--- config.mk ---
export PLATFORM = sky130hd
export DESIGN_NAME = word_packer
export DESIGN_NICKNAME = d
export VERILOG_FILES = /design/src/design/rom_word_pkg.sv /design/src/design/word_packer.sv
export SDC_FILE = /design/constraint.sdc
export NUM_CORES = 1
export LEC_CHECK = 0
export BUFFER_PORTS_ARGS = -buffer_cell sky130_fd_sc_hd__buf_2
export CAP_MARGIN = 10
export CORE_AREA = 4 4 41 43
export CTS_CLUSTER_SIZE = 8
export DETAILED_ROUTE_END_ITERATION = 8
export DIE_AREA = 0 0 45 47
export PLACE_DENSITY = 0.72
export SYNTH_ARGS = -nofsm -noshare
export SYNTH_HDL_FRONTEND = slang
export SYNTH_SLANG_ARGS = --single-unit
--- constraint.sdc ---
create_clock -name clk_sys -period 1.39 [get_ports clk_sys]
set_input_delay 0.139 -clock clk_sys [delete_from_list [all_inputs] [get_ports clk_sys]]
set_output_delay 0.139 -clock clk_sys [all_outputs]
set_load 0.01 [all_outputs]
--- src/design/rom_word_pkg.sv ---
// Byte, word and address types passed between the loader stages and the ROM banks
package rom_word_pkg;

	// ########################################
	// Download side
	// ########################################

	typedef logic [7:0]  byte_t;		// One byte from the host
	typedef logic [24:0] dl_addr_t;		// Byte address of the download stream
	typedef logic [15:0] dl_index_t;	// File index, 0 is the ROM set

	// ########################################
	// Word sizes per region
	// ########################################

	typedef logic [15:0] prog_word_t;	// Main CPU bus width
	typedef logic [31:0] gfx_word_t;	// Four graphics planes side by side

	// ########################################
	// Game side addresses
	// ########################################

	// Program word address, 68010 byte address without bit 0
	typedef logic [18:0] prog_addr_t;
	typedef logic [15:0] snd_addr_t;	// Audio CPU space, 16S and 16R together
	typedef logic [13:0] chr_addr_t;	// Alphanumerics ROM

	// External memory word address
	typedef logic [22:0] gfx_addr_t;	// Byte address over 4

endpackage

--- src/design/word_packer.sv ---
// Second loader stage, gathers consecutive download bytes into one word of the region's width
`timescale 1ns/10ps

module word_packer #(
	parameter type word_t = logic [15:0]
) (
	input  logic                clk_sys,
	input  logic                arst_n,
	input  logic                byte_vld,	// From stage 1
	input  rom_word_pkg::byte_t byte_data,
	input  logic                word_end,
	input  logic                sel,		// Byte belongs to this packer's region
	output logic                word_vld,
	output word_t               word		// Oldest byte on top
);

	localparam int WW = $bits(word_t);

	// ########################################
	// Byte history
	// ########################################

	// Every accepted byte shifts in, whatever its region
	// so the word always ends with the latest byte
	always_ff @(posedge clk_sys) begin
		if (byte_vld) begin
			word <= {word[WW-9:0], byte_data};
		end
	end

	// ########################################
	// Completion strobe
	// ########################################

	always_ff @(posedge clk_sys or negedge arst_n) begin
		if (!arst_n) begin
			word_vld <= 1'b0;
		end else begin
			word_vld <= byte_vld && sel && word_end;	// Same edge as the last shift
		end
	end

	// Words end on odd addresses, so two in a row means a broken stream
	a_no_back_to_back: assert property (@(posedge clk_sys) disable iff (!arst_n)
		word_vld |=> !word_vld);

endmodule

==> reports/metrics.yaml <==
status: "finished, final reports clean"
synthCells: 18
placed_cell_area_um2: 676
clockRootBuffer: "clkbuf_4"
areaGrowthSynthToFinish_pct: 39.1
hold_buffers: 1
hold_slack_ns: 0.0316
fp-row-count: 13
cap_viol_max_count: 0
skew_ns: 0.000799
start_util_pct: 39.3
grt_pass1_wl_um: 1080
synth_nets: 31
ys_seq_area_share_pct: 98.8
gp_congestion: 0.622
slowest_stage: "edfxtp_1"
cts_tree: "yes"
cp.arrival_ns: 0.85
cp.depth: 1
relSlewSlack_pct: 76.5
maxSlewViolCount: 0
pin_count: 30
ir_worst_vdd_mv: 0.573
place_ws_ns: 0.586
avgViaCountPerCell: 4.34
ant_nets: 0
post-cts-setup-buffer-count: 0
core_area_um2: 1300
vias: 291
crit_path_max_fanout: 2
avgSynthCellArea_um2: 28.4
grt_remaining_overflow: 0
fin_area_um2: 712
leakagePower_nw: 0.310
die-area_um2: 2120
grt_max_degree: 18
clkSinkCount: 17
r2r_cells: 0
synth_warnings: 0
wl_per_cell_um: 11.8
cp.required_ns: 1.25
remaining_drc_errors: 0
synth.distinct_cells: 3
min_period_ns: 0.985
rsz0062_at_grt: "false"
numCtsBuffers: 3
die_h_um: 47
whs_path_depth: 1
drive_gt1_share_pct: 61.5
critPathMaxStageDelay_ns: 0.41
dpl.cell_count: 62
hp-class: "in -> reg"
setup_viol: 0
fmax_mhz: 1010
grt_use_total_pct: 7.80
antenna_found_initial: 0
post_cts_resized: 0
clk_path_buf_depth: 2
cp_cell_sequence: "buf_2"
dieWidth_um: 45
grt_pass1_vias: 253
setup_ws_ns: 0.405
drt_pre_antenna_iters: 2
final_cells: 67
syn_area_um2: 512
drt_iter0_markers: 1
final_util_pct: 54.7
finalCritPeriodShare_pct: 70.9
p_total_mw: 0.937
ys_ff_latch: 17
crit_buf_inv: 1
hold_viol: 0
worstSetupEndpointType: "output port"
fin_nets: 66
cp-start-kind: "flop"
cts.clk_slew.worst_paths_ns: 0.09
path_class: "reg -> out"
clock_latency_ns: 0.27
fin_tns_setup_ns: 0
cpLargestDelayFamily: "flip-flops"
antenna_cells: 0
ctsHtreeMaxLevel: 1
tightest_slew_ns: 0.352
powerDensity_nw_per_um2: 1320
wl_um: 793
port_buffers: 29
## path summary, 6_finish.rpt
path	start	to	slack, ns
setup / recovery	word[4]	word[4]	0.40
hold / removal	byte_data[1]	word[1]	0.03
setup reg to reg	word[4]	word[12]	0.72
hold reg to reg	word[1]	word[9]	0.45
max in group asynchronous	arst_n	word_vld	1.16
min in group asynchronous	arst_n	word_vld	0.15
## cell usage after synthesis, drive strengths merged
cell / number / area share [%]
edfxtp: 16 / 94
dfrtp: 1 / 4.9
and3: 1 / 1.2
## power breakdown
group          internal [mW]  switching [mW]  total (mW)
Clock                  0.111           0.133       0.244
Combinational         0.0363          0.0422      0.0785
Sequential             0.602          0.0120       0.614
## layout make-up
type	count	area, µm²
Clock buffer	4	26.3
Fill cell	122	589
Timing Repair Buffer	30	155
Sequential cell	17	505
Multi-Input combinational cell	1	6.26
Tap cell	15	18.8
## logic make-up (layout without fill, tap and decap cells)
logic type    after synthesis  after routing  share of synthesized area (%)
flops                      17             17                           98.8
buf+inv                     0             34                              0
simple gates                1              1                           1.22
## flip-flops by register name, indices dropped and copies added, names as in the netlist
signal / count
word: 16
word_vld: 1
## cells in the final DEF, fill, tap and decap left out, drive strengths merged
cell         count
buf             29
edfxtp          16
clkbuf           4
and3             1
dlygate4sd3      1
dfrtp            1
## layer usage
metal | share of wire [%] | global-route usage [%] | vias up
met2 | 52 | 13.8 | 19
met4 | 0 | 7.02 | 0
met3 | 16 | 3.07 | 0
met5 | 0 | 0 | -
li1 | - | - | 141
met1 | 32 | 6.68 | 131
No activity file was read; power rests on OpenSTA's default activity.
