File: src/design/rom_word_pkg.sv
// Byte, word and address types passed between the loader stages and the ROM banks
package rom_word_pkg;

	// ########################################
	// Download side
	// ########################################

	typedef logic [7:0]  byte_t;		// One byte from the host
	typedef logic [24:0] dl_addr_t;		// Byte address of the download stream
	typedef logic [15:0] dl_index_t;	// File index, 0 is the ROM set

	// ########################################
	// Word sizes per region
	// ########################################

	typedef logic [15:0] prog_word_t;	// Main CPU bus width
	typedef logic [31:0] gfx_word_t;	// Four graphics planes side by side

	// ########################################
	// Game side addresses
	// ########################################

	// Program word address, 68010 byte address without bit 0
	typedef logic [18:0] prog_addr_t;
	typedef logic [15:0] snd_addr_t;	// Audio CPU space, 16S and 16R together
	typedef logic [13:0] chr_addr_t;	// Alphanumerics ROM

	// External memory word address
	typedef logic [22:0] gfx_addr_t;	// Byte address over 4

endpackage

File: src/design/rom_map_pkg.sv
// Board ROM map, used by the address decoder and the program and sound stores
package rom_map_pkg;

	// Where a download byte belongs
	typedef enum logic [2:0] {
		reg_none,	// Filler or past the end of the map
		reg_gfx,	// Graphics to external memory
		reg_prog,	// Main CPU program
		reg_snd,	// Audio CPU program
		reg_chr		// Alphanumerics
	} region_t;

	typedef logic [2:0] prog_bank_t;	// 0 to 5

	// ########################################
	// Download windows, byte addresses
	// ########################################

	localparam rom_word_pkg::dl_addr_t GFX_END = 25'h0C0000;	// Six groups of 4x32 KB

	localparam int PROG_BANKS = 6;

	// Each window holds an even and an odd ROM interleaved
	localparam rom_word_pkg::dl_addr_t PROG_WIN_BASE [PROG_BANKS] = '{
		25'h0C0000,	// 9A 9B
		25'h0F0000,	// 10A 10B half size
		25'h100000,	// 7A 7B
		25'h110000,	// 6A 6B
		25'h120000,	// 5A 5B
		25'h130000	// 3A 3B
	};
	localparam int PROG_BANK_AW [PROG_BANKS] = '{15, 14, 15, 15, 15, 15};	// Word address bits

	localparam rom_word_pkg::dl_addr_t SND_S_BASE = 25'h140000;
	localparam int SND_S_AW = 15;	// 32 KB
	localparam rom_word_pkg::dl_addr_t SND_R_BASE = 25'h148000;
	localparam int SND_R_AW = 14;	// 16 KB
	localparam rom_word_pkg::dl_addr_t CHR_BASE = 25'h14C000;
	localparam int CHR_AW = 14;	// 16 KB

	// ########################################
	// Game side program windows, word addresses
	// ########################################

	localparam rom_word_pkg::prog_addr_t PROG_GAME_BASE [PROG_BANKS] = '{
		19'h00000, 19'h18000, 19'h20000, 19'h28000, 19'h30000, 19'h38000
	};
	localparam int PROG_SEL_LSB = 14;	// Lowest bit that picks a window

endpackage

File: src/design/load_decode.sv
// First loader stage, registers each accepted download byte and tags it with its ROM region
`timescale 1ns/10ps

module load_decode (
	input  logic                      clk_sys,
	input  logic                      arst_n,
	input  logic                      dl_active,
	input  logic                      dl_wr,		// One cycle per byte
	input  rom_word_pkg::dl_index_t   dl_index,
	input  rom_word_pkg::dl_addr_t    dl_addr,
	input  rom_word_pkg::byte_t       dl_data,
	output logic                      byte_vld,
	output rom_map_pkg::region_t      byte_region,
	output rom_map_pkg::prog_bank_t   byte_bank,
	output rom_word_pkg::dl_addr_t    byte_addr,
	output rom_word_pkg::byte_t       byte_data,
	output logic                      word_end	// Last byte of a word
);
	import rom_word_pkg::*;
	import rom_map_pkg::*;

	logic       accept;
	region_t    region_nxt;
	prog_bank_t bank_nxt;
	logic       word_end_nxt;

	// True when base <= a < base + 2**aw
	function automatic logic in_window(dl_addr_t a, dl_addr_t base, int aw);
		dl_addr_t size;
		size = dl_addr_t'(1) << aw;
		return (a >= base) && (a < base + size);
	endfunction

	assign accept = dl_wr && dl_active && (dl_index == '0);	// ROM set only

	// ########################################
	// Map decode
	// ########################################

	always_comb begin
		region_nxt = reg_none;	// Filler unless a window matches
		bank_nxt   = '0;
		if (dl_addr < GFX_END) begin
			region_nxt = reg_gfx;
		end
		for (int b = 0; b < PROG_BANKS; b++) begin
			// Byte window is twice the word depth
			if (in_window(dl_addr, PROG_WIN_BASE[b], PROG_BANK_AW[b] + 1)) begin
				region_nxt = reg_prog;
				bank_nxt   = prog_bank_t'(b);
			end
		end
		if (in_window(dl_addr, SND_S_BASE, SND_S_AW) || in_window(dl_addr, SND_R_BASE, SND_R_AW)) begin
			region_nxt = reg_snd;
		end
		if (in_window(dl_addr, CHR_BASE, CHR_AW)) begin
			region_nxt = reg_chr;
		end
	end

	// Dword for graphics, word for the rest
	assign word_end_nxt = (region_nxt == reg_gfx) ? &dl_addr[1:0] : dl_addr[0];

	always_ff @(posedge clk_sys or negedge arst_n) begin
		if (!arst_n) begin
			byte_vld    <= 1'b0;
			byte_region <= reg_none;
			byte_bank   <= '0;
		end else begin
			byte_vld <= accept;
			if (accept) begin
				byte_region <= region_nxt;
				byte_bank   <= bank_nxt;
			end
		end
	end

	// Payload follows the strobe
	always_ff @(posedge clk_sys) begin
		if (accept) begin
			byte_addr <= dl_addr;
			byte_data <= dl_data;
			word_end  <= word_end_nxt;
		end
	end

	// Only six program banks exist downstream
	a_bank_range: assert property (@(posedge clk_sys) disable iff (!arst_n)
		byte_vld && (byte_region == reg_prog) |-> byte_bank < prog_bank_t'(PROG_BANKS));

endmodule

File: config.mk
export PLATFORM = sky130hd
export DESIGN_NAME = load_decode
export DESIGN_NICKNAME = d
export VERILOG_FILES = /design/src/design/rom_word_pkg.sv /design/src/design/rom_map_pkg.sv /design/src/design/load_decode.sv
export SDC_FILE = /design/constraint.sdc
export NUM_CORES = 1
export LEC_CHECK = 0
export CAP_MARGIN = 20
export CORE_MARGIN = 1.5
export CORE_UTILIZATION = 58
export CTS_BUF_LIST = sky130_fd_sc_hd__clkbuf_8
export CTS_CLUSTER_SIZE = 14
export DETAILED_ROUTE_END_ITERATION = 6
export DONT_BUFFER_PORTS = 1
export PLACE_DENSITY = 0.76
export RECOVER_POWER = 25
export SLEW_MARGIN = 20
export SYNTH_ARGS = -nofsm -noshare
export SYNTH_HDL_FRONTEND = slang
export SYNTH_SLANG_ARGS = --single-unit
File: constraint.sdc
create_clock -name clk_sys -period 0.8 [get_ports clk_sys]
set_input_delay 0 -clock clk_sys [delete_from_list [all_inputs] [get_ports clk_sys]]
set_output_delay 0 -clock clk_sys [all_outputs]
set_load 0.01 [all_outputs]
==> metrics.md, run 1 <==
| Metric | Value |
|---|---|
| Slew margin rel. | `0.736` |
| Synth area leaders | `edfxtp_1 (69%), dfrtp_1 (12%), mux2_2 (3.1%)` |
| Clk_lat worst skew | `0.30 ns` |
| Vias/cell | `just under 7` |
| Crit Path Max Fanout | `17` |
| Slowest cell on the critical path | `or4_4` |
| Crit path depth | `4` |
| Vias | `1203` |
| CTS sink cnt | `41` |
| WP buf/inv | `2` |
| Min Tclk post-route | `~1.2 ns` |
| Antenna Nets Post-Route | `0` |
| Effective utilization at floorplan | `0.606` |
| Post-synth top area cell | `edfxtp_1` |
| Final Setup Violations | `between 40 and 50` |
| Cells along the critical path | `or4_4, nor3_4, buf_4, buf_12` |
| Vias in the first global route | `about 1100` |
| Ant. Diodes | `0` |
| First-pass GRT wire length | `6.51 mm` |
| Cell Rows | `18` |
| DR WL/cell | `around 34 um` |
| CP Class | `in2reg` |
| Core Footprint | `between 2000 and 2500 um2` |
| Syn nets | `134` |
| Hold path cells | `2` |
| Fin cells | `around 170` |
| Hold path endpoint | `byte_bank[1]$_DFFE_PN0P_` |
| Largest net degree at the start of global routing | `18` |
| CP Capture Type | `flip-flop` |
| Hold WS | `-0.0198 ns` |
| Delay-heaviest family, CP | `simple AND/OR/NAND/NOR gates` |
| Initial drt markers | `89` |
| Total track usage | `0.367` |
| Number of buffers created by CTS | `5` |
| Die height | `approximately 53 um` |
| Placed cell count | `123` |
| Syn Inst Count | `81` |
| Fraction of layout cells with a size suffix above 1 | `0.301` |
| #FFs+latches synth | `between 40 and 50` |
| Setup ws final | `-0.416 ns` |
| Distinct cell type count after synthesis | `26` |
| CTS HTree Levels | `2` |
| Die span in x | `between 50 and 60 um` |
| DRC | `0` |
| Maximum vdd drop | `2.56 mV` |
| Power density over the cells | `1960 nW/um2` |
| Worst Hold Class | `in2reg` |
| Hold Fails Final Rpt | `1` |
| Failing checks | `negative hold slack, negative setup slack` |
| Dpl hpwl | `~2.2 mm` |
| Register clock-pin slew on the reported worst setup and hold paths | `0.07 ns` |
| Fin nets | `195` |
| Final worst path period share | `1.52` |
| Yosys warnings | `0` |
| Antenna violations before repair | `0` |
| CP arrival | `approximately 1.2 ns` |
| Port bufs | `0` |
| Area share of the largest cell type after synthesis | `0.693` |
| Worst flop-to-flop path startpoint | `byte_bank[1]$_DFFE_PN0P_` |
| Root buf cell | `clkbuf_8` |
| Global route total overflow | `0` |
| Reg-to-Reg End | `byte_bank[1]$_DFFE_PN0P_` |
| CP peak stage delay | `between 0.5 and 0.6 ns` |
| Maxcap violations | `0` |
| FF-to-FF path depth | `1` |
| Num ports | `94` |
| RSZ-0062 raised after global routing | `yes` |
| Total wire length | `a little under 6 mm` |
| Outcome | `complete, but fails checks` |
| DR pass1 iterations | `5` |
| Area growth syn-to-layout | `56.4%` |
| Critical path launch point type | `input port` |
| Worst Tran Pin Value | `0.395 ns` |
| Max Slew Vio Count | `0` |
| GP Congestion | `about 0.76` |
| DIE AREA | `roughly 2900 um2` |
| Clock Skew | `0 ns` |
| Min-delay src | `dl_addr[17]` |
| Reg-to-reg slack, setup | `-0.01 ns` |
| Seq/Total Area, Yosys | `0.812` |
| Leak | `roughly 0.87 nW` |
| Worst EP required | `roughly 0.81 ns` |
| Fmax | `823 MHz` |
| Clock Path Buffers | `2` |
| Synthesized cell area | `roughly 1500 um2` |
| Synthesized area per cell | `between 15 and 20 um2` |
| TritonCTS clock tree | `built` |
-- cell usage after synthesis --
master and n:
a21oi_1 1, a31oi_1 1, nor3_1 1, o211ai_1 1, a211oi_1 1, or4_4 1, edfxtp_1 34, mux2_2 4
nor4b_1 2, nand3b_1 1, o311a_1 1, o21ai_0 1, inv_1 3, or4_1 1, nor4_1 4, and3_1 2
nand4_1 1, nor2b_1 1, nand2_1 4, nor3b_1 1, or2_2 1, nor3_4 1, nand3_1 1, mux2i_1 2
nor2_1 3, dfrtp_1 7
-- worst max-delay path by stage --
stage | slack, ns | startpoint | end
finish | -0.42 | dl_index[10] | byte_data[5]$_DFFE_PP_
global route | -0.39 | dl_index[10] | byte_data[0]$_DFFE_PP_
CTS | -0.21 | dl_index[10] | byte_region[1]$_DFFE_PN0P_
detailed placement | -0.53 | dl_index[1] | byte_region[0]$_DFFE_PN0P_
global placement | -0.49 | dl_index[10] | byte_region[2]$_DFFE_PN0P_
floorplan | -1.03 | dl_index[10] | byte_addr[0]$_DFFE_PP_
-- what timing repair did --
| action | in CTS | in global routing |
|---|---|---|
| gates resized for setup | 9 | 10 |
| buffers inserted | 5 | 1 |
| endpoints found under the hold margin | 43 | 0 |
| pin swaps | 1 | 4 |
| endpoints found under the setup margin | 44 | 45 |
| gates cloned | 2 | 0 |
| hold buffers | 34 | 0 |
-- per-layer routing --
layer | GRT usage | share of wire | vias up
li1 | - | - | 442
met4 | 0.145 | 0.055 | 0
met5 | 0 | 0 | -
met3 | 0.107 | 0.15 | 31
met2 | 0.586 | 0.48 | 153
met1 | 0.470 | 0.31 | 577
-- report_power, final --
group	leakage (nW)	total, mW	switching, mW	internal [mW]
logic	0.408	0.242	0.0920	0.150
registers	0.393	2.31	0.0000572	2.31
clock network	0.0681	1.97	0.733	1.24
-- placed cells by master (no fill, tap or decap), drive strengths merged, types with 3 or more instances in the layout --
cell type	count
buf	20
mux2	4
dlygate4sd3	34
nand2	4
edfxtp	34
clkbuf	5
nor4	4
dfrtp	7
inv	3
nor2	3
-- cell families (layout without fill, tap and decap cells) --
| group | Yosys count | in the layout | share of synthesized area |
|---|---|---|---|
| simple gates | 25 | 25 | 0.109 |
| compound gates | 6 | 6 | 0.0280 |
| mux | 6 | 6 | 0.0441 |
| buf+inv | 3 | 65 | 0.00764 |
| flops | 41 | 41 | 0.812 |
-- sequential cells by signal, indices dropped and copies added (netlist names) --
register / count
byte_addr: 25
byte_bank: 3
byte_data: 8
byte_region: 3
byte_vld: 1
word_end: 1
-- through the flow --
| step | utilization | area [um2] | setup TNS [ns] | setup WS (ns) | total power, mW |
|---|---|---|---|---|---|
| after floorplan | - | 1510 | -38.69 | -1.03 | 2.39 |
| after detailed placement | 0.677 | 1650 | -20.66 | -0.528 | 2.41 |
| after global placement | 0.677 | 1650 | -19.50 | -0.490 | 2.41 |
| after CTS | 0.921 | 2240 | -7.70 | -0.214 | 4.48 |
| final | 0.948 | 2300 | -15.00 | -0.416 | 4.52 |
| after global routing | 0.948 | 2300 | -14.31 | -0.391 | 4.62 |
-- final cells by class --
class / count / area [um2]
flip-flops and latches: 41 / 1200
clock inverters: 3 / 65.1
inverters: 3 / 11.3
multi-input cells: 37 / 349
well taps: 30 / 37.5
repair buffers: 54 / 577
fillers: 57 / 128
clock buffers: 5 / 68.8
(Power assumes the default switching activity.)
==> run 2, diff against run 1 <==
Settings changed: CORE_UTILIZATION 58 to 40, PLACE_DENSITY 0.76 to not set.
==> metrics.md, run 2 (synthesized netlist as in run 1, its figures left out) <==
| Metric | Value |
|---|---|
| Outcome | `complete, but fails checks` |
| Failing checks | `negative setup slack` |
| Hold Fails Final Rpt | `0 (-1)` |
| Vias/cell | `5.11 (-26%)` |
| DR pass1 iterations | `3 (-2)` |
| Fmax | `923 MHz (+12%)` |
| Crit Path Max Fanout | `6 (-11)` |
| Slowest cell on the critical path | `or4_4` |
| Antenna Nets Post-Route | `0 (unchanged)` |
| DIE AREA | `4060 um2 (+42%)` |
| Worst Tran Pin Value | `0.350 ns (-0.0445 ns)` |
| Placed cell count | `137 (+11%)` |
| Flip-flop count of the largest register after layout | `25 (unchanged)` |
| Leak | `0.850 nW (-2.2%)` |
| CP Capture Type | `flip-flop` |
| Setup ws final | `-0.283 ns (+0.133 ns)` |
| WL met1 | `1.24 mm (-33%)` |
| Cells along the critical path | `or4_4, nor3_4, buf_12, clkbuf_16` |
| Initial drt markers | `76 (-15%)` |
| Register clock-pin slew on the reported worst setup and hold paths | `0.07 ns (about the same)` |
| Worst flop-to-flop path startpoint | `byte_bank[2]$_DFFE_PN0P_` |
| RSZ-0062 raised after global routing | `yes` |
| Met3 Wirelength | `233 um (-75%)` |
| Number of buffers created by CTS | `5 (unchanged)` |
| Clk_lat worst skew | `0.29 ns (about the same)` |
| Worst Hold Class | `in2reg` |
| Largest Register | `byte_addr` |
| Maximum vdd drop | `1.06 mV (-59%)` |
| TritonCTS clock tree | `built` |
| Area growth syn-to-layout | `55.3%` |
| Met2 WL | `1.87 mm (-34%)` |
| Highest routed metal layer | `met4` |
| Crit path from | `dl_index[15]` |
| Max Slew Vio Count | `0 (unchanged)` |
| Total wire length | `3.40 mm (-43%)` |
| CP peak stage delay | `0.55 ns (-0.03 ns)` |
| Maxcap violations | `0 (unchanged)` |
| Cell Rows | `21 (+3)` |
| Min-delay src | `dl_addr[17]` |
| Pre-CTS setup slack | `-0.496 ns (+0.0319 ns)` |
| Min Tclk post-route | `1.08 ns (-0.133 ns)` |
| Port bufs | `0 (unchanged)` |
| Critical path launch point type | `input port` |
| Final Setup Violations | `45 (-2.2%)` |
| CP Class | `in2reg` |
| Clock Skew | `0 ns (unchanged)` |
| DRC | `0 (unchanged)` |
| GP Congestion | `0.781 (+2.6%)` |
| Final Util | `0.665 (-0.283)` |
| Antenna violations before repair | `0 (unchanged)` |
| Largest net degree at the start of global routing | `36 (+18)` |
| Worst EP required | `0.82 ns (about the same)` |
| Core Footprint | `3440 um2 (+42%)` |
| First-pass GRT wire length | `4.84 mm (-26%)` |
| Final worst path period share | `1.35 (-0.166)` |
| Die span in x | `63.7 um (+19%)` |
| Die height | `63.7 um (+19%)` |
| Clock Path Buffers | `2 (unchanged)` |
| Ant. Diodes | `0 (unchanged)` |
| Num ports | `94 (unchanged)` |
| Global route total overflow | `0 (unchanged)` |
| CTS HTree Levels | `2 (unchanged)` |
| Vias | `956 (-21%)` |
| Fraction of layout cells with a size suffix above 1 | `0.262 (-0.0383)` |
| CTS sink cnt | `41 (unchanged)` |
| Vias in the first global route | `958 (-12%)` |
| Root buf cell | `clkbuf_8` |
| Fin cells | `187 (+8.1%)` |
| CP arrival | `1.10 ns (-0.13 ns)` |
| Most frequent cells in the layout | `edfxtp_1 (34), dlygate4sd3_1 (34), buf_6 (8), dfrtp_1 (7), clkbuf_8 (5)` |
| Effective utilization at floorplan | `0.428 (-0.178)` |
| Power density over the cells | `1790 nW/um2 (-8.9%)` |
| Total track usage | `0.166 (-0.201)` |
| Biggest regs | `byte_addr: 25 flops, byte_data: 8 flops` |
| Slew margin rel. | `0.763 (+0.0269)` |
| Fin nets | `193 (-1.0%)` |
| DR WL/cell | `18.2 um (-47%)` |
==> run 2: cell count changes in the layout (fill, tap and decap cells not counted), sizes merged <==
| cell | change |
|---|---|
| inv | +1 |
| clkbuf | +2 |
| buf | -4 |
| bufinv | -1 |
==> run 2: timing repair <==
| item | 4_1_cts | 5_1_grt |
|---|---|---|
| setup endpoints to repair | 44 | 45 |
| cloned | 0 | 5 |
| buffers inserted | 1 | 2 |
| hold endpoints to repair | 43 | 0 |
| hold buffers | 34 | 0 |
| pin swaps | 0 | 3 |
| resized for setup | 5 | 7 |
==> run 2: final timing paths <==
kind	end	slack (ns)	cells past startpoint
worst max-delay path	byte_addr[8]$_DFFE_PP_	-0.28	4
worst min-delay path	byte_bank[2]$_DFFE_PN0P_	0.01	2
worst max register to register	byte_bank[2]$_DFFE_PN0P_	0.02	1
worst min register to register	byte_region[2]$_DFFE_PN0P_	0.55	1
max in group asynchronous	byte_region[2]$_DFFE_PN0P_	0.54	1
min in group asynchronous	byte_region[1]$_DFFE_PN0P_	0.03	1
==> run 2: final cells by class <==
cell class              instances  area, um2
fillers                       233       1150
multi-input cells              37        332
inverters                       3       11.3
well taps                      46       57.6
repair buffers                 52        586
clock buffers                   5       68.8
flip-flops and latches         41       1200
clock inverters                 3       37.5
==> run 2: per-layer routing <==
metal / up-vias / global-route usage
met5: - / 0
met4: 0 / 0.0734
met3: 7 / 0.0786
met2: 45 / 0.286
met1: 467 / 0.172
li1: 437 / -
==> run 2: report_power, final <==
part,switching (mW),total [mW],internal [mW],leakage [nW]
clock,0.676,1.58,0.908,0.0570
sequential,0.0000525,2.31,2.31,0.393
combinational,0.0557,0.197,0.142,0.400
total,0.731,4.09,3.36,0.850
==> run 2: worst max-delay path: cells and delay by family <==
family        cells  cell delay [ns]
simple gates      2             0.79
buf+inv           2             0.30
==> run 2: metrics by stage <==
stage / cell area, um2 / hold slack (ns) / setup TNS, ns / total power [mW]
floorplan: 1510 / -0.296 / -38.69 / 2.39
global placement: 1660 / -0.295 / -18.95 / 2.40
detailed placement: 1660 / -0.295 / -19.61 / 2.41
CTS: 2140 / 0.00721 / -6.59 / 4.12
global route: 2290 / 0.00915 / -10.71 / 4.23
finish: 2290 / 0.0117 / -10.30 / 4.09
